==> src/common/bru_cfg.svh <==
`ifndef BRU_CFG_SVH
`define BRU_CFG_SVH

// datapath widths
`define BRU_XLEN     32
`define BRU_VADDR_W  32

// physical register ids with x0 hardwired to zero
`define BRU_RNID_W   6
`define BRU_PHY_REGS (1 << `BRU_RNID_W)

// register file read ports used by the pipe
`define BRU_RD_PORTS 2

// write-back bus carries the external ports first, then the pipe's own port
`define BRU_EXT_WR_PORTS 2
`define BRU_TGT_BUS_SIZE (`BRU_EXT_WR_PORTS + 1)

// one-hot branch tags as wide as the mask
`define BRU_BRTAG_W  4

`endif

==> src/common/bru_pkg.sv <==
`include "bru_cfg.svh"

package bru_pkg;

  typedef enum logic [2:0] {
    OP_EQ,
    OP_NE,
    OP_LT,
    OP_GE,
    OP_LTU,
    OP_GEU,
    OP_JUMP
  } bru_op_t;

  typedef enum logic [1:0] {
    IMM_B,
    IMM_J,
    IMM_I
  } bru_imm_t;

  // conditional branch layout
  typedef struct packed {
    logic       imm12;
    logic [5:0] imm10_5;
    logic [4:0] rs2;
    logic [4:0] rs1;
    logic [2:0] funct3;
    logic [3:0] imm4_1;
    logic       imm11;
    logic [6:0] opcode;
  } b_fmt_t;

  // jal layout
  typedef struct packed {
    logic       imm20;
    logic [9:0] imm10_1;
    logic       imm11;
    logic [7:0] imm19_12;
    logic [4:0] rd;
    logic [6:0] opcode;
  } j_fmt_t;

  // jalr layout
  typedef struct packed {
    logic [11:0] imm12;
    logic [4:0]  rs1;
    logic [2:0]  funct3;
    logic [4:0]  rd;
    logic [6:0]  opcode;
  } i_fmt_t;

  typedef union packed {
    b_fmt_t b_fmt;
    j_fmt_t j_fmt;
    i_fmt_t i_fmt;
  } inst_u;

  typedef struct packed {
    logic                    valid;
    logic [`BRU_RNID_W-1:0] rnid;
  } src_reg_t;

  typedef struct packed {
    logic                     valid;
    inst_u                    inst;
    logic [`BRU_VADDR_W-1:0] pc_addr;
    logic                     is_rvc;
    src_reg_t [1:0]           rd_regs;
    logic                     wr_valid;
    logic [`BRU_RNID_W-1:0]  wr_rnid;
    logic                     wr_is_x0;
    logic [`BRU_BRTAG_W-1:0] brtag;
    logic [`BRU_BRTAG_W-1:0] br_mask;
    logic                     pred_taken;
    logic [`BRU_VADDR_W-1:0] pred_target;
  } issue_t;

  typedef struct packed {
    logic                    valid;
    logic [`BRU_RNID_W-1:0] rd_rnid;
    logic [`BRU_XLEN-1:0]   rd_data;
  } phy_wr_t;

  typedef struct packed {
    logic                    valid;
    logic [`BRU_RNID_W-1:0] rd_rnid;
  } early_wr_t;

  typedef struct packed {
    logic                     update;
    logic                     dead;
    logic                     taken;
    logic                     mispredict;
    logic [`BRU_VADDR_W-1:0] pc_vaddr;
    logic [`BRU_VADDR_W-1:0] target_vaddr;
    logic [`BRU_BRTAG_W-1:0] brtag;
    logic [`BRU_BRTAG_W-1:0] br_mask;
  } br_upd_t;

  typedef struct packed {
    bru_op_t  op;
    bru_imm_t imm;
    logic     wr_rd;
  } pipe_ctrl_t;

endpackage

==> src/bru/bru_decoder.sv <==
`timescale 1ns/100ps

`include "bru_cfg.svh"

module bru_decoder
  import bru_pkg::*;
(
  input  inst_u      i_inst,
  output pipe_ctrl_t o_ctrl
);

  localparam logic [6:0] OPC_BRANCH = 7'b1100011;
  localparam logic [6:0] OPC_JALR   = 7'b1100111;
  localparam logic [6:0] OPC_JAL    = 7'b1101111;

  always_comb begin
    o_ctrl.op    = OP_EQ;
    o_ctrl.imm   = IMM_B;
    o_ctrl.wr_rd = 1'b0;

    case (i_inst.b_fmt.opcode)
      OPC_JAL: begin
        o_ctrl.op    = OP_JUMP;
        o_ctrl.imm   = IMM_J;
        o_ctrl.wr_rd = 1'b1;
      end
      OPC_JALR: begin
        o_ctrl.op    = OP_JUMP;
        o_ctrl.imm   = IMM_I;  // target from rs1
        o_ctrl.wr_rd = 1'b1;
      end
      OPC_BRANCH: begin
        o_ctrl.imm = IMM_B;
        case (i_inst.b_fmt.funct3)
          3'b000:  o_ctrl.op = OP_EQ;
          3'b001:  o_ctrl.op = OP_NE;
          3'b100:  o_ctrl.op = OP_LT;
          3'b101:  o_ctrl.op = OP_GE;
          3'b110:  o_ctrl.op = OP_LTU;
          3'b111:  o_ctrl.op = OP_GEU;
          default: o_ctrl.op = OP_EQ;  // reserved encodings
        endcase
      end
      default: begin
        o_ctrl.op    = OP_EQ;
        o_ctrl.imm   = IMM_B;
        o_ctrl.wr_rd = 1'b0;
      end
    endcase
  end

endmodule

==> src/bru/bru_operand_fwd.sv <==
`timescale 1ns/100ps

`include "bru_cfg.svh"

module bru_operand_fwd
  import bru_pkg::*;
(
  input  src_reg_t             i_src,
  input  phy_wr_t              i_bus [`BRU_TGT_BUS_SIZE],
  input  logic [`BRU_XLEN-1:0] i_rf_data,
  output logic [`BRU_XLEN-1:0] o_data,
  output logic                 o_fwd_hit
);

  logic [`BRU_TGT_BUS_SIZE-1:0] w_hit;
  logic [`BRU_XLEN-1:0]         w_fwd_data;

  generate
    for (genvar p = 0; p < `BRU_TGT_BUS_SIZE; p++) begin : g_match
      assign w_hit[p] = i_src.valid & i_bus[p].valid &
                        (i_src.rnid == i_bus[p].rd_rnid) &
                        (i_src.rnid != '0);  // x0 never forwards
    end
  endgenerate

  // at most one port writes a given rnid per cycle
  always_comb begin
    w_fwd_data = '0;
    for (int p = 0; p < `BRU_TGT_BUS_SIZE; p++) begin
      w_fwd_data = w_fwd_data | ({`BRU_XLEN{w_hit[p]}} & i_bus[p].rd_data);
    end
  end

  assign o_fwd_hit = |w_hit;
  assign o_data    = o_fwd_hit ? w_fwd_data : i_rf_data;

endmodule

==> src/bru/bru_pipe.sv <==
`timescale 1ns/100ps

`include "bru_cfg.svh"

module bru_pipe
  import bru_pkg::*;
(
  input  logic                 i_clk,
  input  logic                 i_reset_n,

  input  issue_t               i_issue,
  input  phy_wr_t              i_bus [`BRU_TGT_BUS_SIZE],

  output src_reg_t             o_rd_req [`BRU_RD_PORTS],
  input  logic [`BRU_XLEN-1:0] i_rd_data [`BRU_RD_PORTS],

  output early_wr_t            o_early_wr,
  output phy_wr_t              o_phy_wr,
  output logic                 o_done,
  output br_upd_t              o_br_upd
);

  localparam int VW = `BRU_VADDR_W;

  pipe_ctrl_t                w_ex0_ctrl;
  logic                      w_ex0_flush;

  logic                      r_ex1_valid;
  logic                      r_ex1_dead;
  issue_t                    r_ex1_issue;
  pipe_ctrl_t                r_ex1_ctrl;
  logic                      w_ex1_flush;

  logic                      r_ex2_valid;
  logic                      r_ex2_dead;
  issue_t                    r_ex2_issue;
  pipe_ctrl_t                r_ex2_ctrl;
  logic [`BRU_XLEN-1:0]      r_ex2_rs_data [`BRU_RD_PORTS];
  logic [`BRU_XLEN-1:0]      w_ex2_rs_data [`BRU_RD_PORTS];
  logic                      w_ex2_flush;
  logic                      w_ex2_taken;
  logic [VW-1:0]             w_ex2_offset_b;
  logic [VW-1:0]             w_ex2_offset_j;
  logic [VW-1:0]             w_ex2_jalr_sum;
  logic [VW-1:0]             w_ex2_br_vaddr;

  logic                      r_ex3_valid;
  logic                      r_ex3_dead;
  issue_t                    r_ex3_issue;
  pipe_ctrl_t                r_ex3_ctrl;
  logic                      r_ex3_taken;
  logic [VW-1:0]             r_ex3_br_vaddr;
  logic [VW-1:0]             w_ex3_seq_pc;

  // younger op depends on a branch that just mispredicted
  function automatic logic is_flushed(input logic [`BRU_BRTAG_W-1:0] mask,
                                      input br_upd_t upd);
    return upd.update & upd.mispredict & ~upd.dead & (|(mask & upd.brtag));
  endfunction

  bru_decoder bru_decoder_i (
    .i_inst (i_issue.inst),
    .o_ctrl (w_ex0_ctrl)
  );

  assign w_ex0_flush = i_issue.valid & is_flushed(i_issue.br_mask, o_br_upd);
  assign w_ex1_flush = r_ex1_valid & is_flushed(r_ex1_issue.br_mask, o_br_upd);
  assign w_ex2_flush = r_ex2_valid & is_flushed(r_ex2_issue.br_mask, o_br_upd);

  always_ff @(posedge i_clk, negedge i_reset_n) begin
    if (!i_reset_n) begin
      r_ex1_valid <= 1'b0;
      r_ex1_dead  <= 1'b0;
      r_ex2_valid <= 1'b0;
      r_ex2_dead  <= 1'b0;
      r_ex3_valid <= 1'b0;
      r_ex3_dead  <= 1'b0;
    end else begin
      r_ex1_valid <= i_issue.valid;
      r_ex1_dead  <= w_ex0_flush;
      r_ex2_valid <= r_ex1_valid;
      r_ex2_dead  <= r_ex1_dead | w_ex1_flush;
      r_ex3_valid <= r_ex2_valid;
      r_ex3_dead  <= r_ex2_dead | w_ex2_flush;
    end
  end

  always_ff @(posedge i_clk) begin
    r_ex1_issue    <= i_issue;
    r_ex1_ctrl     <= w_ex0_ctrl;
    r_ex2_issue    <= r_ex1_issue;
    r_ex2_ctrl     <= r_ex1_ctrl;
    r_ex2_rs_data  <= i_rd_data;
    r_ex3_issue    <= r_ex2_issue;
    r_ex3_ctrl     <= r_ex2_ctrl;
    r_ex3_taken    <= w_ex2_taken;
    r_ex3_br_vaddr <= w_ex2_br_vaddr;
  end

  // EX1 register read and wake-up
  generate
    for (genvar k = 0; k < `BRU_RD_PORTS; k++) begin : g_src
      assign o_rd_req[k].valid = r_ex1_valid & r_ex1_issue.rd_regs[k].valid;
      assign o_rd_req[k].rnid  = r_ex1_issue.rd_regs[k].rnid;

      bru_operand_fwd bru_operand_fwd_i (
        .i_src     (r_ex2_issue.rd_regs[k]),
        .i_bus     (i_bus),
        .i_rf_data (r_ex2_rs_data[k]),
        .o_data    (w_ex2_rs_data[k]),
        .o_fwd_hit ()
      );
    end
  endgenerate

  assign o_early_wr.valid   = r_ex1_valid & r_ex1_issue.wr_valid;
  assign o_early_wr.rd_rnid = r_ex1_issue.wr_rnid;

  // EX2 resolve
  always_comb begin
    case (r_ex2_ctrl.op)
      OP_EQ:   w_ex2_taken = w_ex2_rs_data[0] == w_ex2_rs_data[1];
      OP_NE:   w_ex2_taken = w_ex2_rs_data[0] != w_ex2_rs_data[1];
      OP_LT:   w_ex2_taken = $signed(w_ex2_rs_data[0]) <  $signed(w_ex2_rs_data[1]);
      OP_GE:   w_ex2_taken = $signed(w_ex2_rs_data[0]) >= $signed(w_ex2_rs_data[1]);
      OP_LTU:  w_ex2_taken = w_ex2_rs_data[0] <  w_ex2_rs_data[1];
      OP_GEU:  w_ex2_taken = w_ex2_rs_data[0] >= w_ex2_rs_data[1];
      OP_JUMP: w_ex2_taken = 1'b1;
      default: w_ex2_taken = 1'b0;
    endcase
  end

  assign w_ex2_offset_b = {{(VW-13){r_ex2_issue.inst.b_fmt.imm12}},
                           r_ex2_issue.inst.b_fmt.imm12,
                           r_ex2_issue.inst.b_fmt.imm11,
                           r_ex2_issue.inst.b_fmt.imm10_5,
                           r_ex2_issue.inst.b_fmt.imm4_1,
                           1'b0};
  assign w_ex2_offset_j = {{(VW-21){r_ex2_issue.inst.j_fmt.imm20}},
                           r_ex2_issue.inst.j_fmt.imm20,
                           r_ex2_issue.inst.j_fmt.imm19_12,
                           r_ex2_issue.inst.j_fmt.imm11,
                           r_ex2_issue.inst.j_fmt.imm10_1,
                           1'b0};
  assign w_ex2_jalr_sum = w_ex2_rs_data[0][VW-1:0] +
                          {{(VW-12){r_ex2_issue.inst.i_fmt.imm12[11]}},
                           r_ex2_issue.inst.i_fmt.imm12};

  always_comb begin
    case (r_ex2_ctrl.imm)
      IMM_B:   w_ex2_br_vaddr = r_ex2_issue.pc_addr + w_ex2_offset_b;
      IMM_J:   w_ex2_br_vaddr = r_ex2_issue.pc_addr + w_ex2_offset_j;
      IMM_I:   w_ex2_br_vaddr = {w_ex2_jalr_sum[VW-1:1], 1'b0};  // jalr drops bit 0
      default: w_ex2_br_vaddr = r_ex2_issue.pc_addr;
    endcase
  end

  // EX3 report
  assign w_ex3_seq_pc = r_ex3_issue.pc_addr + (r_ex3_issue.is_rvc ? VW'(2) : VW'(4));

  assign o_phy_wr.valid   = r_ex3_valid & r_ex3_ctrl.wr_rd & r_ex3_issue.wr_valid &
                            ~r_ex3_issue.wr_is_x0 & ~r_ex3_dead;
  assign o_phy_wr.rd_rnid = r_ex3_issue.wr_rnid;
  assign o_phy_wr.rd_data = `BRU_XLEN'(w_ex3_seq_pc);  // link value

  assign o_done = r_ex3_valid;

  assign o_br_upd.update       = r_ex3_valid;
  assign o_br_upd.dead         = r_ex3_dead;
  assign o_br_upd.taken        = r_ex3_taken;
  assign o_br_upd.mispredict   = (r_ex3_taken != r_ex3_issue.pred_taken) |
                                 (r_ex3_taken & (r_ex3_br_vaddr != r_ex3_issue.pred_target));
  assign o_br_upd.pc_vaddr     = r_ex3_issue.pc_addr;
  assign o_br_upd.target_vaddr = r_ex3_taken ? r_ex3_br_vaddr : w_ex3_seq_pc;
  assign o_br_upd.brtag        = r_ex3_issue.brtag;
  assign o_br_upd.br_mask      = r_ex3_issue.br_mask;

endmodule

==> config.mk <==
export PLATFORM = sky130hd
export DESIGN_NAME = bru_pipe
export DESIGN_NICKNAME = d
export VERILOG_FILES = /design/src/common/bru_pkg.sv /design/src/bru/bru_decoder.sv /design/src/bru/bru_operand_fwd.sv /design/src/bru/bru_pipe.sv
export VERILOG_INCLUDE_DIRS = /design/src /design/src/common
export SDC_FILE = /design/constraint.sdc
export NUM_CORES = 1
export LEC_CHECK = 0
export ABC_AREA = 1
export BUFFER_PORTS_ARGS = -buffer_cell sky130_fd_sc_hd__buf_2
export CAP_MARGIN = 20
export CORE_ASPECT_RATIO = 0.8
export CORE_MARGIN = 4
export CORE_UTILIZATION = 55
export DETAILED_ROUTE_END_ITERATION = 10
export PLACE_DENSITY_LB_ADDON = 0.1
export SYNTH_ARGS = -nofsm -noshare
export SYNTH_HDL_FRONTEND = slang
export SYNTH_SLANG_ARGS = --single-unit
export TNS_END_PERCENT = 1
==> constraint.sdc <==
create_clock -name i_clk -period 11.1 [get_ports i_clk]
set_clock_uncertainty 0.05 [all_clocks]
set_input_delay 2.775 -clock i_clk [delete_from_list [all_inputs] [get_ports i_clk]]
set_output_delay 2.775 -clock i_clk [all_outputs]
set_load 0.02 [all_outputs]
==> impl_table.tex, run 1 <==
\begin{tabular}{lr}
\hline
Metric & Value \\
\hline
\multicolumn{2}{l}{\textbf{Min path}} \\
Class of the worst hold path & reg2reg \\
\multicolumn{2}{l}{\textbf{Global routing}} \\
Wire length of the first global-routing pass & $\sim$84 mm \\
Pin count of the biggest net entering global routing & 56 \\
Total overflow reported by the global router & 0 \\
Overall global routing resource usage & 0.293 \\
Number of global-route vias before repair & 15600 \\
Initial antenna violation count & 4 \\
\multicolumn{2}{l}{\textbf{Floorplan}} \\
Height of the die & 170 um \\
IO Count & approximately 450 \\
Std cell rows & 59 \\
Floorplan die area & 0.0358 sq mm \\
Core outline area & about 0.032 sq mm \\
Starting density of the core & 0.556 \\
Horizontal extent of the die & 211 um \\
\multicolumn{2}{l}{\textbf{Pwr}} \\
Sequential fraction of design power & 0.460 \\
Standby leakage power & roughly 0.011 uW \\
PwrDens & roughly 170 mW/mm\^{}2 \\
Switching share of power & 0.266 \\
Final total power & $\sim$3800 uW \\
Internal power consumption & 2770 uW \\
VDD IR max & 0.000174 V \\
Part of the power in combinational logic & 0.138 \\
Clock group share of total power & 0.401 \\
Net Switching & $\sim$1000 uW \\
\multicolumn{2}{l}{\textbf{Clock tree}} \\
Number of buffers inserted for hold repair after clock tree synthesis & 0 \\
H-tree levels & 2 \\
TritonCTS clock tree & built \\
Buffer count from post-CTS setup fixing & 0 \\
Total clock buffers created by CTS & 41 \\
Clk Tree Root Cell & sky130\_fd\_sc\_hd\_\_clkbuf\_16 \\
Number of gates given a new drive strength after cts & 0 \\
Total clock sinks & 440 \\
Clock transition at the register clock pins on the worst setup and hold paths after CTS & roughly 0.060 ns \\
Buffer depth of the longest clock path & 3 \\
Clock network latency to the later pin of the worst-skew pair & 0.55 ns \\
\multicolumn{2}{l}{\textbf{Yosys}} \\
Synthesized netlist net count & 2529 \\
Post-Syn Area & 0.0181 sq mm \\
Cell count after synthesis & 2120 \\
Flop and latch count out of synthesis & 440 \\
Avg Synthesized Cell Area & 8.52 sq um \\
Post-synthesis adder-cell area fraction & 0.0684 \\
Number of synthesized flops with an enable pin & 0 \\
Simple-Gate Fraction of Synth Area & 0.183 \\
Cell variety after synth & 60 \\
Post-synthesis mux area share & 0.00789 \\
Fraction of the yosys area taken by sequential cells & 0.489 \\
Post-synthesis async set-or-reset flop share & 0.0136 \\
Largest family of logic cells by synthesized area & simple AND/OR/NAND/NOR gates \\
Top\_reg\_cell synth & sky130\_fd\_sc\_hd\_\_dfxtp\_1 \\
Xor-xnor portion of the synthesized cell area & 0.0291 \\
Yosys synthesis warning count & 0 \\
Area fraction in compound gates after synthesis & 0.138 \\
\multicolumn{2}{l}{\textbf{Worst setup path}} \\
Count of buffering cells on the critical path with inverters included & 4 \\
Category of the worst setup path launch point & primary input \\
Signal arrival time at the worst endpoint & 7.24 ns \\
CP max-delay cell & sky130\_fd\_sc\_hd\_\_inv\_2 \\
Delay of the slowest critical-path stage & 0.64 ns \\
Required time reported for the critical path endpoint & $\sim$11 ns \\
Critical Setup Path Class & in2reg \\
Kind of end point of the critical path & flip-flop \\
Largest delay contributor family on the critical path & simple AND/OR/NAND/NOR gates \\
Highest fanout seen on the critical path & 26 \\
Most common cell type on the critical path & sky130\_fd\_sc\_hd\_\_nand3\_1 \\
Worst-path cell chain & buf\_2 -> inv\_1 -> o21ai\_0 -> a221oi\_1 -> nand3\_1 -> nor3\_2 -> buf\_4 -> nand2\_2 -> nand3\_2 -> inv\_2 -> a221oi\_1 -> ha\_1 -> nand4\_1 -> nor3\_1 -> o211ai\_1 -> nand2\_1 -> nand2\_1 -> nand3\_1 -> nor3b\_1 -> nand3\_1 \\
\multicolumn{2}{l}{\textbf{Layout}} \\
Layout cell share with drive strength beyond 1 & 0.228 \\
FF/Latch Area & a little under 0.009 sq mm \\
Layout net count & 2925 \\
Area added between synthesis and finish & 20.4\% \\
Multi-input combinational cell area & 0.00772 sq mm \\
Fillers & 2726 \\
\multicolumn{2}{l}{\textbf{Run}} \\
\# Max-Cap Violations & 0 \\
\multicolumn{2}{l}{\textbf{STA}} \\
Final sum of negative setup slack & 0 ns \\
Tightest Pin Transition & about 1.1 ns \\
Count of endpoints failing hold in the final timing report & 0 \\
Final Max Slew Viols & 0 \\
Unrepaired setup endpoints after global routing & false \\
Tcrit/Tclk final & 0.619 \\
Relative max-transition margin & 0.275 \\
Fin worst setup slack & 4.23 ns \\
Final critical-path required period & 6.87 ns \\
Setup-violating endpoint count in the final report & 0 \\
Highest clock rate & about 150 MHz \\
\multicolumn{2}{l}{\textbf{Route}} \\
DRT iter0 DRCs & about 1300 \\
Count of vias placed by the detailed router & 15800 \\
DRT antenna net count & 0 \\
Detail-routed net length per standard cell & 18.6 um \\
TritonRoute pass-1 iters & 6 \\
DRC violation count after routing & 0 \\
Detail-routed via count per cell & 5.32 \\
Total wirelength of the detailed-routed design & 55.3 mm \\
\multicolumn{2}{l}{\textbf{Run status}} \\
Outcome & finished, final reports clean \\
\multicolumn{2}{l}{\textbf{Placed design}} \\
Total of buffers placed on input and output ports & 448 \\
Gp weighted congestion & around 0.94 \\
Post-detailed-placement half-perimeter wirelength & 43.4 mm \\
Worst setup slack before clock tree synthesis & 3.72 ns \\
\hline
\end{tabular}
flip-flops by register name, indices dropped and copies added (netlist names):
register / flops
o_phy_wr: 6
r_ex2_dead: 1
r_ex3_dead: 1
r_ex3_ctrl: 1
o_br_upd: 40
r_ex1_issue: 103
r_ex3_issue: 36
r_ex2_rs_data: 64
r_ex1_valid: 1
r_ex2_valid: 1
o_rd_req: 12
r_ex1_ctrl: 6
r_ex3_taken: 1
r_ex1_dead: 1
r_ex3_br_vaddr: 32
o_early_wr: 6
r_ex2_issue: 121
r_ex2_ctrl: 6
o_done: 1
cell usage after synthesis, drive strengths merged, types with 2 or more instances:
master     n  share of area
nor3b      2        0.00083
or2       25         0.0088
clkbuf    29         0.0060
mux2       2         0.0012
inv      226          0.047
clkinv     3        0.00062
a211oi     6         0.0025
nand3b     6         0.0025
o211ai    10         0.0042
nand2    404          0.084
o21ai    107          0.030
xor2      34          0.016
a31oi     12         0.0042
nor4      14         0.0075
xnor2     26          0.013
o2111ai    2        0.00097
fa         3         0.0033
dfrtp      6         0.0083
o31ai      2        0.00083
a21boi     4         0.0017
mux2i     12         0.0066
nand4     23         0.0083
a21o       5         0.0021
buf       77          0.030
dfxtp    434           0.48
a21oi    162          0.045
nand3    107          0.031
a41oi      6         0.0029
a22o       3         0.0015
nor3      22         0.0066
a221o      4         0.0022
ha        94          0.065
o221ai    17         0.0082
o22ai     45          0.016
and3       4         0.0014
o21a      11         0.0046
nor2     145          0.032
a221oi    20          0.010
cell usage in the layout (no fill, tap or decap), drive strengths merged, types with 25 or more instances in the layout:
cell type  synthesis  routed
buf               77     459
dfxtp            434     434
nand2            404     404
inv              226     232
a21oi            162     162
nor2             145     145
nand3            107     107
o21ai            107     107
ha                94      94
clkbuf            29      55
o22ai             45      45
xor2              34      34
xnor2             26      26
or2               25      25
final cells by class:
class,count,share of cell area
flip-flops and latches,440,0.406
clock buffers,55,0.0538
inverters,229,0.0395
clock inverters,19,0.0139
diodes,2,0.000230
repair buffers,459,0.107
multi-input cells,1345,0.355
well taps,427,0.0246
through the flow:
stage / hold slack (ns) / instance area, sq um / cells / utilization
floorplan: 0.260 / 18100 / 2120 / -
global placement: 0.259 / 20300 / 2900 / 0.624
detailed placement: 0.262 / 20300 / 2900 / 0.624
CTS: 0.274 / 21700 / 2974 / 0.670
global route: 0.278 / 21800 / 2976 / 0.670
finish: 0.265 / 21800 / 2976 / 0.670
final timing paths:
kind                       slack [ns]                startpoint                          to  cells after the start
min                              0.27  r_ex1_issue[126]$_DFF_P_    r_ex2_issue[126]$_DFF_P_                      0
max in group asynchronous        8.89                 i_reset_n        r_ex2_dead$_DFF_PN0_                      1
max                              4.23                i_bus[115]         r_ex3_taken$_DFF_P_                     20
min in group asynchronous        1.98                 i_reset_n            o_done$_DFF_PN0_                      1
min reg2reg                      0.27  r_ex1_issue[126]$_DFF_P_    r_ex2_issue[126]$_DFF_P_                      0
max reg2reg                      5.55     r_ex2_ctrl[2]$_DFF_P_  r_ex3_br_vaddr[31]$_DFF_P_                     23
layer usage:
metal  vias up  global-route usage  routed length, um
met5         -                   0                 14
met4         4              0.0910               1500
met3       115              0.0604               3900
met2       567               0.493              26100
met1      7288               0.383              23700
li1       7857                   -                  -
cells by family (layout without fill, tap and decap cells):
family	count (synthesis)	after routing
AO/OA/AOI/OAI	421	421
adder cells (fa/ha/maj)	97	97
buffers and inverters	335	762
AND/OR/NAND/NOR	753	753
other	0	2
multiplexers	14	14
flip-flops	440	440
XOR/XNOR	60	60
power groups by stage:
stage          clock network, uW  registers, uW  logic (uW)
5_1_grt                     1600           1750         581
2_1_floorplan                  0           1750         347
4_1_cts                     1540           1740         516
3_5_place_dp                   0           1770         512
3_3_place_gp                   0           1770         505
6_report                    1510           1740         522
(Power assumes the default switching activity.)
==> run 2, diff against run 1 <==
--- a/config.mk
+++ b/config.mk
@@ -6,12 +6,12 @@
 export SDC_FILE = /design/constraint.sdc
 export NUM_CORES = 1
 export LEC_CHECK = 0
-export ABC_AREA = 1
+export ABC_AREA = 0
 export BUFFER_PORTS_ARGS = -buffer_cell sky130_fd_sc_hd__buf_2
 export CAP_MARGIN = 20
 export CORE_ASPECT_RATIO = 0.8
 export CORE_MARGIN = 4
-export CORE_UTILIZATION = 55
+export CORE_UTILIZATION = 48
 export DETAILED_ROUTE_END_ITERATION = 10
 export PLACE_DENSITY_LB_ADDON = 0.1
 export SYNTH_ARGS = -nofsm -noshare
==> constraint.sdc (replaced) <==
create_clock -name i_clk -period 6.3 [get_ports i_clk]
set_clock_uncertainty 0.05 [all_clocks]
set_input_delay 1.575 -clock i_clk [delete_from_list [all_inputs] [get_ports i_clk]]
set_output_delay 1.575 -clock i_clk [all_outputs]
set_load 0.02 [all_outputs]
==> run 2 against run 1 <==
Net effect: sequential power rose by 79%; synthesized cell count down 24%; via count decreased by 14%; flip-flop and latch count is the same; routed wire length decreased by 4.9%; final cell count shrank 15%; global-route usage fell by 3.1 points; utilization shrank 7.1 points; non-clock buffer count is 10 higher; synthesized area is 5.1% lower; power grew 77%; setup slack got worse by 3.3 ns.
==> impl_table.tex, run 2 <==
\begin{tabular}{lr}
\hline
Metric & Value \\
\hline
\multicolumn{2}{l}{\textbf{STA}} \\
Highest clock rate & 188 MHz \\
Unrepaired setup endpoints after global routing & false \\
Final sum of negative setup slack & 0 ns \\
Relative max-transition margin & 0.409 \\
Final critical-path required period & between 5 and 6 ns \\
Count of endpoints failing hold in the final timing report & 0 \\
Tightest Pin Transition & 0.880 ns \\
Tcrit/Tclk final & 0.846 \\
Setup-violating endpoint count in the final report & 0 \\
Final Max Slew Viols & 0 \\
\multicolumn{2}{l}{\textbf{Worst setup path}} \\
Launch point of the worst reg-to-reg path & r\_ex2\_issue[49]\$\_DFF\_P\_ \\
Most common cell type on the critical path & sky130\_fd\_sc\_hd\_\_a21o\_1 \\
Required time reported for the critical path endpoint & $\sim$6.7 ns \\
Count of buffering cells on the critical path with inverters included & 2 \\
Kind of end point of the critical path & flip-flop \\
Category of the worst setup path launch point & primary input \\
CP max-delay cell & sky130\_fd\_sc\_hd\_\_or3\_1 \\
Startpoint of the worst setup timing path & i\_bus[111] \\
Highest fanout seen on the critical path & 22 \\
Delay of the slowest critical-path stage & 0.42 ns \\
Critical Setup Path Class & in2reg \\
Worst-path cell chain & buf\_2 -> xnor2\_1 -> nand4\_1 -> nor3\_2 -> or3\_1 -> buf\_4 -> nor2\_1 -> a31oi\_1 -> ha\_1 -> a21o\_1 -> a21o\_1 -> a21o\_1 -> a211oi\_1 -> nor2\_1 -> or3\_1 -> a311oi\_1 -> xnor2\_1 -> a221oi\_1 -> o21ai\_0 \\
Signal arrival time at the worst endpoint & 5.70 ns \\
Largest delay contributor family on the critical path & compound AO/OA/AOI/OAI gates \\
Setup slack of the most critical reg-to-reg path & 1.13 ns \\
\multicolumn{2}{l}{\textbf{Run status}} \\
Outcome & finished, final reports clean \\
\multicolumn{2}{l}{\textbf{Layout}} \\
Fillers & 3018 \\
Layout cell share with drive strength beyond 1 & 0.290 \\
Biggest regs & r\_ex2\_issue: 121 flops, r\_ex1\_issue: 103 flops, r\_ex2\_rs\_data: 64 flops \\
Area added between synthesis and finish & 22.4\% \\
Multi-input combinational cell area & 0.00754 sq mm \\
Commonest non-fill, non-tap cells in the layout & 448 x sky130\_fd\_sc\_hd\_\_buf\_2, 433 x sky130\_fd\_sc\_hd\_\_dfxtp\_1, 102 x sky130\_fd\_sc\_hd\_\_xnor2\_1 \\
Flip-flop count of the largest register, all copies and words added & $\sim$120 \\
Layout net count & 2414 \\
Leading cell type in the layout, fill and taps excluded & sky130\_fd\_sc\_hd\_\_buf\_2 \\
Top reg by flops & r\_ex2\_issue \\
FF/Latch Area & 0.00884 sq mm \\
\multicolumn{2}{l}{\textbf{Route}} \\
Count of vias placed by the detailed router & around 14000 \\
TritonRoute pass-1 iters & 9 \\
Total wirelength of the detailed-routed design & 52.6 mm \\
Detail-routed net length per standard cell & 20.9 um \\
DRC violation count after routing & 0 \\
DRT iter0 DRCs & 1273 \\
Detail-routed via count per cell & 5.43 \\
DRT antenna net count & 0 \\
\multicolumn{2}{l}{\textbf{Clock tree}} \\
Buffer count from post-CTS setup fixing & 0 \\
Buffer depth of the longest clock path & 3 \\
Total clock buffers created by CTS & 42 \\
Clock transition at the register clock pins on the worst setup and hold paths after CTS & 0.07 ns \\
Clock network latency to the later pin of the worst-skew pair & 0.55 ns \\
TritonCTS clock tree & built \\
Total clock sinks & 440 \\
Number of buffers inserted for hold repair after clock tree synthesis & 0 \\
Number of gates given a new drive strength after cts & 0 \\
Clk Tree Root Cell & sky130\_fd\_sc\_hd\_\_clkbuf\_16 \\
H-tree levels & 2 \\
\multicolumn{2}{l}{\textbf{Global routing}} \\
Wire length of the first global-routing pass & 78.2 mm \\
Pin count of the biggest net entering global routing & 41 \\
Number of global-route vias before repair & 13400 \\
Total overflow reported by the global router & 0 \\
Overall global routing resource usage & 0.262 \\
Initial antenna violation count & 10 \\
\multicolumn{2}{l}{\textbf{Run}} \\
\# Max-Cap Violations & 0 \\
\multicolumn{2}{l}{\textbf{Yosys}} \\
Post-synthesis cell type with the largest combined area & sky130\_fd\_sc\_hd\_\_dfxtp\_1 \\
Post-Syn Area & 0.0172 sq mm \\
Cell variety after synth & 67 \\
Synthesized netlist net count & 2019 \\
Avg Synthesized Cell Area & 10.7 sq um \\
Flop and latch count out of synthesis & 440 \\
Most used standard cell by instance count after synthesis & sky130\_fd\_sc\_hd\_\_dfxtp\_1 \\
Top\_reg\_cell synth & sky130\_fd\_sc\_hd\_\_dfxtp\_1 \\
Cell count after synthesis & 1610 \\
Post-synthesis async set-or-reset flop share & 0.0136 \\
Yosys synthesis warning count & 0 \\
Area share of the leading cell type in the synthesized netlist & 0.506 \\
Top cells by instance count after synthesis & 434 x sky130\_fd\_sc\_hd\_\_dfxtp\_1, 102 x sky130\_fd\_sc\_hd\_\_xnor2\_1, 99 x sky130\_fd\_sc\_hd\_\_nand2\_1 \\
Number of synthesized flops with an enable pin & 0 \\
Dominant cells by area after synthesis & sky130\_fd\_sc\_hd\_\_dfxtp\_1 51\%, sky130\_fd\_sc\_hd\_\_ha\_1 6.9\%, sky130\_fd\_sc\_hd\_\_xnor2\_1 5.2\% \\
Fraction of the yosys area taken by sequential cells & 0.515 \\
\multicolumn{2}{l}{\textbf{Pwr}} \\
Final total power & $\sim$6700 uW \\
Standby leakage power & 0.00953 uW \\
VDD IR max & $\sim$0.00025 V \\
PwrDens & 318 mW/mm\^{}2 \\
\multicolumn{2}{l}{\textbf{Min path}} \\
Class of the worst hold path & reg2reg \\
Startpoint of the lowest-slack hold path & r\_ex1\_ctrl[5]\$\_DFF\_P\_ \\
\multicolumn{2}{l}{\textbf{Floorplan}} \\
Floorplan die area & 0.0388 sq mm \\
IO Count & 449 \\
Height of the die & 177 um \\
Starting density of the core & 0.490 \\
Std cell rows & 61 \\
Core outline area & around 0.035 sq mm \\
Horizontal extent of the die & 219 um \\
\multicolumn{2}{l}{\textbf{Placed design}} \\
Post-detailed-placement half-perimeter wirelength & 42.7 mm \\
Gp weighted congestion & 0.977 \\
Total of buffers placed on input and output ports & 448 \\
\hline
\end{tabular}
-- run 2: per-stage QoR --
stage                     utilization  worst slack [ns]  instance area, sq um  std cells  hold slack [ns]
after floorplan                     -             0.701                 17200       1610            0.260
after global placement          0.556             0.544                 19500       2433            0.260
after detailed placement        0.556             0.459                 19500       2433            0.262
after CTS                       0.599              1.03                 21000       2509            0.261
after global routing            0.599             0.586                 21000       2515            0.265
final                           0.599             0.969                 21000       2515            0.262
-- run 2: per-layer routing --
metal / wire length (um) / track usage / up-vias
met2: 23200 / 0.407 / 622
met1: 24000 / 0.368 / 6349
met3: 4220 / 0.0590 / 92
li1: - / - / 6588
met4: 1140 / 0.0708 / 8
met5: 49 / 0 / -
-- run 2: logic make-up (layout without fill, tap and decap cells) --
kind of cell / after synthesis / count (layout) / share of synthesized area
flops: 440 / 440 / 0.515
mux: 45 / 45 / 0.0292
other cells: 0 / 6 / 0
simple gates: 326 / 326 / 0.0914
fa+ha+maj: 97 / 97 / 0.0721
xor+xnor: 143 / 143 / 0.0730
compound gates: 411 / 411 / 0.172
buf+inv: 148 / 575 / 0.0473
-- run 2: layout make-up --
cell class,instances,share of cell area
Sequential cell,440,0.421
Multi-Input combinational cell,1022,0.359
Timing Repair Buffer,469,0.114
Clock buffer,54,0.0551
Tap cell,472,0.0281
Clock inverter,22,0.0158
Inverter,30,0.00537
Antenna cell,6,0.000715
-- run 2: power breakdown --
part           internal [uW]  switching, uW  total [uW]
Sequential              2970            141        3110
Combinational            404            504         908
Clock                   1600           1070        2670
Total                   4970           1710        6680
-- run 2: worst reg2reg max path, delay by kind of cell, from the launching register on --
family	cells	cell delay [ns]
adder cells (fa/ha/maj)	1	0.39
AND/OR/NAND/NOR	5	1.66
buffers and inverters	1	0.22
flip-flops	1	0.39
AO/OA/AOI/OAI	9	2.27
XOR/XNOR	1	0.10
-- run 2: final timing paths --
check                                                   to  cells past startpoint
worst max-delay path            r_ex3_br_vaddr[26]$_DFF_P_                     19
worst min-delay path                 r_ex2_ctrl[5]$_DFF_P_                      0
worst max register to register  r_ex3_br_vaddr[26]$_DFF_P_                     17
worst min register to register       r_ex2_ctrl[5]$_DFF_P_                      0
max in group asynchronous             r_ex3_dead$_DFF_PN0_                      1
min in group asynchronous             r_ex1_dead$_DFF_PN0_                      1
==> run 3, diff against run 2 <==
--- a/config.mk
+++ b/config.mk
@@ -11,7 +11,7 @@
 export CAP_MARGIN = 20
 export CORE_ASPECT_RATIO = 0.8
 export CORE_MARGIN = 4
-export CORE_UTILIZATION = 48
+export CORE_UTILIZATION = 53
 export DETAILED_ROUTE_END_ITERATION = 10
 export PLACE_DENSITY_LB_ADDON = 0.1
 export SYNTH_ARGS = -nofsm -noshare
==> constraint.sdc (replaced) <==
create_clock -name i_clk -period 5.2 [get_ports i_clk]
set_clock_uncertainty 0.05 [all_clocks]
set_input_delay 1.3 -clock i_clk [delete_from_list [all_inputs] [get_ports i_clk]]
set_output_delay 1.3 -clock i_clk [all_outputs]
set_load 0.02 [all_outputs]
==> run 3 against run 2 <==
Net effect: count of clock-buffer cells in the layout grew 2; power is 19% higher; sequential power is 21% higher; combinational power up 28%; utilization increased by 7.4 points; first-iteration DRC count rose by 5.1%; worst hold slack better by 0.010 ns; critical endpoint is now r_ex3_taken$_DFF_P_.
==> impl_table.tex, run 3 (same netlist as run 2, synthesis figures left out) <==
\begin{tabular}{lr}
\hline
Metric & Value \\
\hline
\multicolumn{2}{l}{\textbf{Worst setup path}} \\
Most common cell type on the critical path & sky130\_fd\_sc\_hd\_\_buf\_4 \\
Signal arrival time at the worst endpoint & about 5.4 ns \\
Category of the worst setup path launch point & flip-flop \\
Required time reported for the critical path endpoint & between 5 and 6 ns \\
Highest fanout seen on the critical path & 15 \\
Depth of the worst register-to-register path & 20 \\
CP max-delay cell & sky130\_fd\_sc\_hd\_\_or4\_1 \\
Setup slack of the most critical reg-to-reg path & 0.20 ns \\
Launch point of the worst reg-to-reg path & r\_ex2\_issue[49]\$\_DFF\_P\_ \\
Kind of end point of the critical path & flip-flop \\
Critical Setup Path Class & reg2reg \\
Delay of the slowest critical-path stage & a little over 0.6 ns \\
Capturing point of the worst reg2reg path & r\_ex3\_taken\$\_DFF\_P\_ \\
Startpoint of the worst setup timing path & r\_ex2\_issue[49]\$\_DFF\_P\_ \\
Worst-path cell chain & or4\_1 -> o31ai\_4 -> buf\_12 -> nor3\_4 -> buf\_4 -> buf\_4 -> buf\_4 -> a22o\_1 -> a221o\_1 -> ha\_1 -> a21o\_1 -> a21o\_1 -> a21oi\_1 -> o21ai\_0 -> a221o\_1 -> o21ai\_0 -> a41oi\_1 -> nor3b\_1 -> o21a\_1 -> a311oi\_1 \\
\multicolumn{2}{l}{\textbf{Min path}} \\
Class of the worst hold path & reg2reg \\
Min-Delay Path Depth & 0 \\
Endpoint with the worst hold slack & r\_ex2\_issue[120]\$\_DFF\_P\_ \\
Startpoint of the lowest-slack hold path & r\_ex1\_issue[120]\$\_DFF\_P\_ \\
\multicolumn{2}{l}{\textbf{Layout}} \\
Top reg by flops & r\_ex2\_issue \\
Layout cell share with drive strength beyond 1 & 0.309 \\
Area added between synthesis and finish & 24.2\% \\
Share of the core filled with cells & 0.673 \\
Biggest regs & r\_ex2\_issue: 121 flops, r\_ex1\_issue: 103 flops, r\_ex2\_rs\_data: 64 flops \\
Flip-flop count of the largest register, all copies and words added & 121 \\
Multi-input combinational cell area & roughly 0.0076 sq mm \\
Layout net count & 2470 \\
Fillers & 2546 \\
Leading cell type in the layout, fill and taps excluded & sky130\_fd\_sc\_hd\_\_buf\_2 \\
Non-Filler Instances & 2512 \\
Commonest non-fill, non-tap cells in the layout & 448 x sky130\_fd\_sc\_hd\_\_buf\_2, 433 x sky130\_fd\_sc\_hd\_\_dfxtp\_1, 102 x sky130\_fd\_sc\_hd\_\_xnor2\_1 \\
FF/Latch Area & about 0.0088 sq mm \\
\multicolumn{2}{l}{\textbf{Route}} \\
Count of vias placed by the detailed router & 13800 \\
Total wirelength of the detailed-routed design & 53.0 mm \\
DRC violation count after routing & 0 \\
Detail-routed net length per standard cell & 21.1 um \\
DRT antenna net count & 0 \\
DRT iter0 DRCs & about 1300 \\
Detail-routed via count per cell & about 5.5 \\
TritonRoute pass-1 iters & 6 \\
\multicolumn{2}{l}{\textbf{STA}} \\
Hold WS & 0.273 ns \\
Tcrit/Tclk final & 0.961 \\
Final critical-path required period & between 4 and 5 ns \\
Unrepaired setup endpoints after global routing & false \\
Final Max Slew Viols & 0 \\
Setup-violating endpoint count in the final report & 0 \\
Relative max-transition margin & 0.337 \\
Tightest Pin Transition & around 0.99 ns \\
Count of endpoints failing hold in the final timing report & 0 \\
Highest clock rate & 200 MHz \\
\multicolumn{2}{l}{\textbf{Clock tree}} \\
Buffer depth of the longest clock path & 3 \\
Clock network latency to the later pin of the worst-skew pair & about 0.55 ns \\
H-tree levels & 2 \\
Clock transition at the register clock pins on the worst setup and hold paths after CTS & 0.06 ns \\
Clk Tree Root Cell & sky130\_fd\_sc\_hd\_\_clkbuf\_16 \\
TritonCTS clock tree & built \\
Total clock sinks & 440 \\
Total clock buffers created by CTS & 40 \\
\multicolumn{2}{l}{\textbf{Pwr}} \\
PwrDens & 373 mW/mm\^{}2 \\
Final total power & around 7900 uW \\
VDD IR max & 0.000258 V \\
Standby leakage power & 0.00980 uW \\
\multicolumn{2}{l}{\textbf{Global routing}} \\
Initial antenna violation count & 10 \\
Total overflow reported by the global router & 0 \\
Wire length of the first global-routing pass & 79.0 mm \\
Overall global routing resource usage & 0.285 \\
Pin count of the biggest net entering global routing & 41 \\
Number of global-route vias before repair & 13700 \\
\multicolumn{2}{l}{\textbf{Run}} \\
\# Max-Cap Violations & 0 \\
\multicolumn{2}{l}{\textbf{Floorplan}} \\
Height of the die & 169 um \\
IO Count & approximately 450 \\
Starting density of the core & 0.542 \\
Std cell rows & 58 \\
Floorplan die area & 0.0353 sq mm \\
Core outline area & 0.0316 sq mm \\
Horizontal extent of the die & between 200 and 250 um \\
\multicolumn{2}{l}{\textbf{Placed design}} \\
Total of buffers placed on input and output ports & 448 \\
Total instance count after detailed placement & 2438 \\
Post-detailed-placement half-perimeter wirelength & 43.1 mm \\
Gp weighted congestion & $\sim$0.95 \\
\multicolumn{2}{l}{\textbf{Run status}} \\
Outcome & finished, final reports clean \\
\hline
\end{tabular}
run 3: cell count changes in the layout (fill, tap and decap cells not counted), moves of 2 or more:
cell / delta
sky130_fd_sc_hd__bufinv_16: -4
sky130_fd_sc_hd__buf_12: +4
sky130_fd_sc_hd__nor3_4: +3
sky130_fd_sc_hd__clkbuf_8: +2
sky130_fd_sc_hd__nor3_2: -3
sky130_fd_sc_hd__diode_2: -4
sky130_fd_sc_hd__clkinvlp_4: -4
sky130_fd_sc_hd__buf_4: +54
run 3: power by group:
group          internal [uW]  switching [uW]
clock network           1730            1290
registers               3590             173
logic                    526             630
run 3: worst max path at each step:
stage	slack [ns]	cells past startpoint	to
after detailed placement	-0.11	20	r_ex3_br_vaddr[26]$_DFF_P_
final	0.20	20	r_ex3_taken$_DFF_P_
after global routing	0.01	20	r_ex3_taken$_DFF_P_
after global placement	-0.01	19	r_ex3_br_vaddr[26]$_DFF_P_
after CTS	0.21	18	r_ex3_br_vaddr[26]$_DFF_P_
after floorplan	0.009	18	r_ex3_br_vaddr[26]$_DFF_P_
run 3: layer usage:
| metal | vias up | global-route usage | wire length [um] |
|---|---|---|---|
| li1 | 6671 | - | - |
| met1 | 6453 | 0.400 | 24200 |
| met2 | 618 | 0.449 | 23400 |
| met3 | 82 | 0.0708 | 4350 |
| met4 | 12 | 0.0635 | 920 |
| met5 | - | 0 | 76 |
run 3: critical path: cells and delay by family (launching register included):
family          cells  cell delay (ns)
compound gates     12             2.67
fa+ha+maj           1             0.34
buf+inv             4             0.62
flops               1             0.37
simple gates        3             0.83
run 3: per-stage QoR:
step / worst slack (ns) / setup TNS [ns] / area, sq um
after global placement: -0.0117 / -0.0117 / 19900
after global routing: 0.0143 / 0 / 21300
after detailed placement: -0.106 / -0.315 / 19900
final: 0.201 / 0 / 21300
after floorplan: 0.00909 / 0 / 17200
after CTS: 0.206 / 0 / 21300
run 3: timing repair:
action | CTS | global route
buffers inserted | 0 | 1
gates resized for setup | 0 | 2
setup endpoints to repair | 0 | 6
hold buffers | 0 | 0
run 3: cell type report:
cell class	instances	share of cell area
antenna	2	0.000235
clock buffer	56	0.0546
clock inverter	15	0.00922
inverter	30	0.00529
multi-input combinational	1022	0.356
sequential	440	0.415
tap	420	0.0247
timing repair buffer	527	0.135
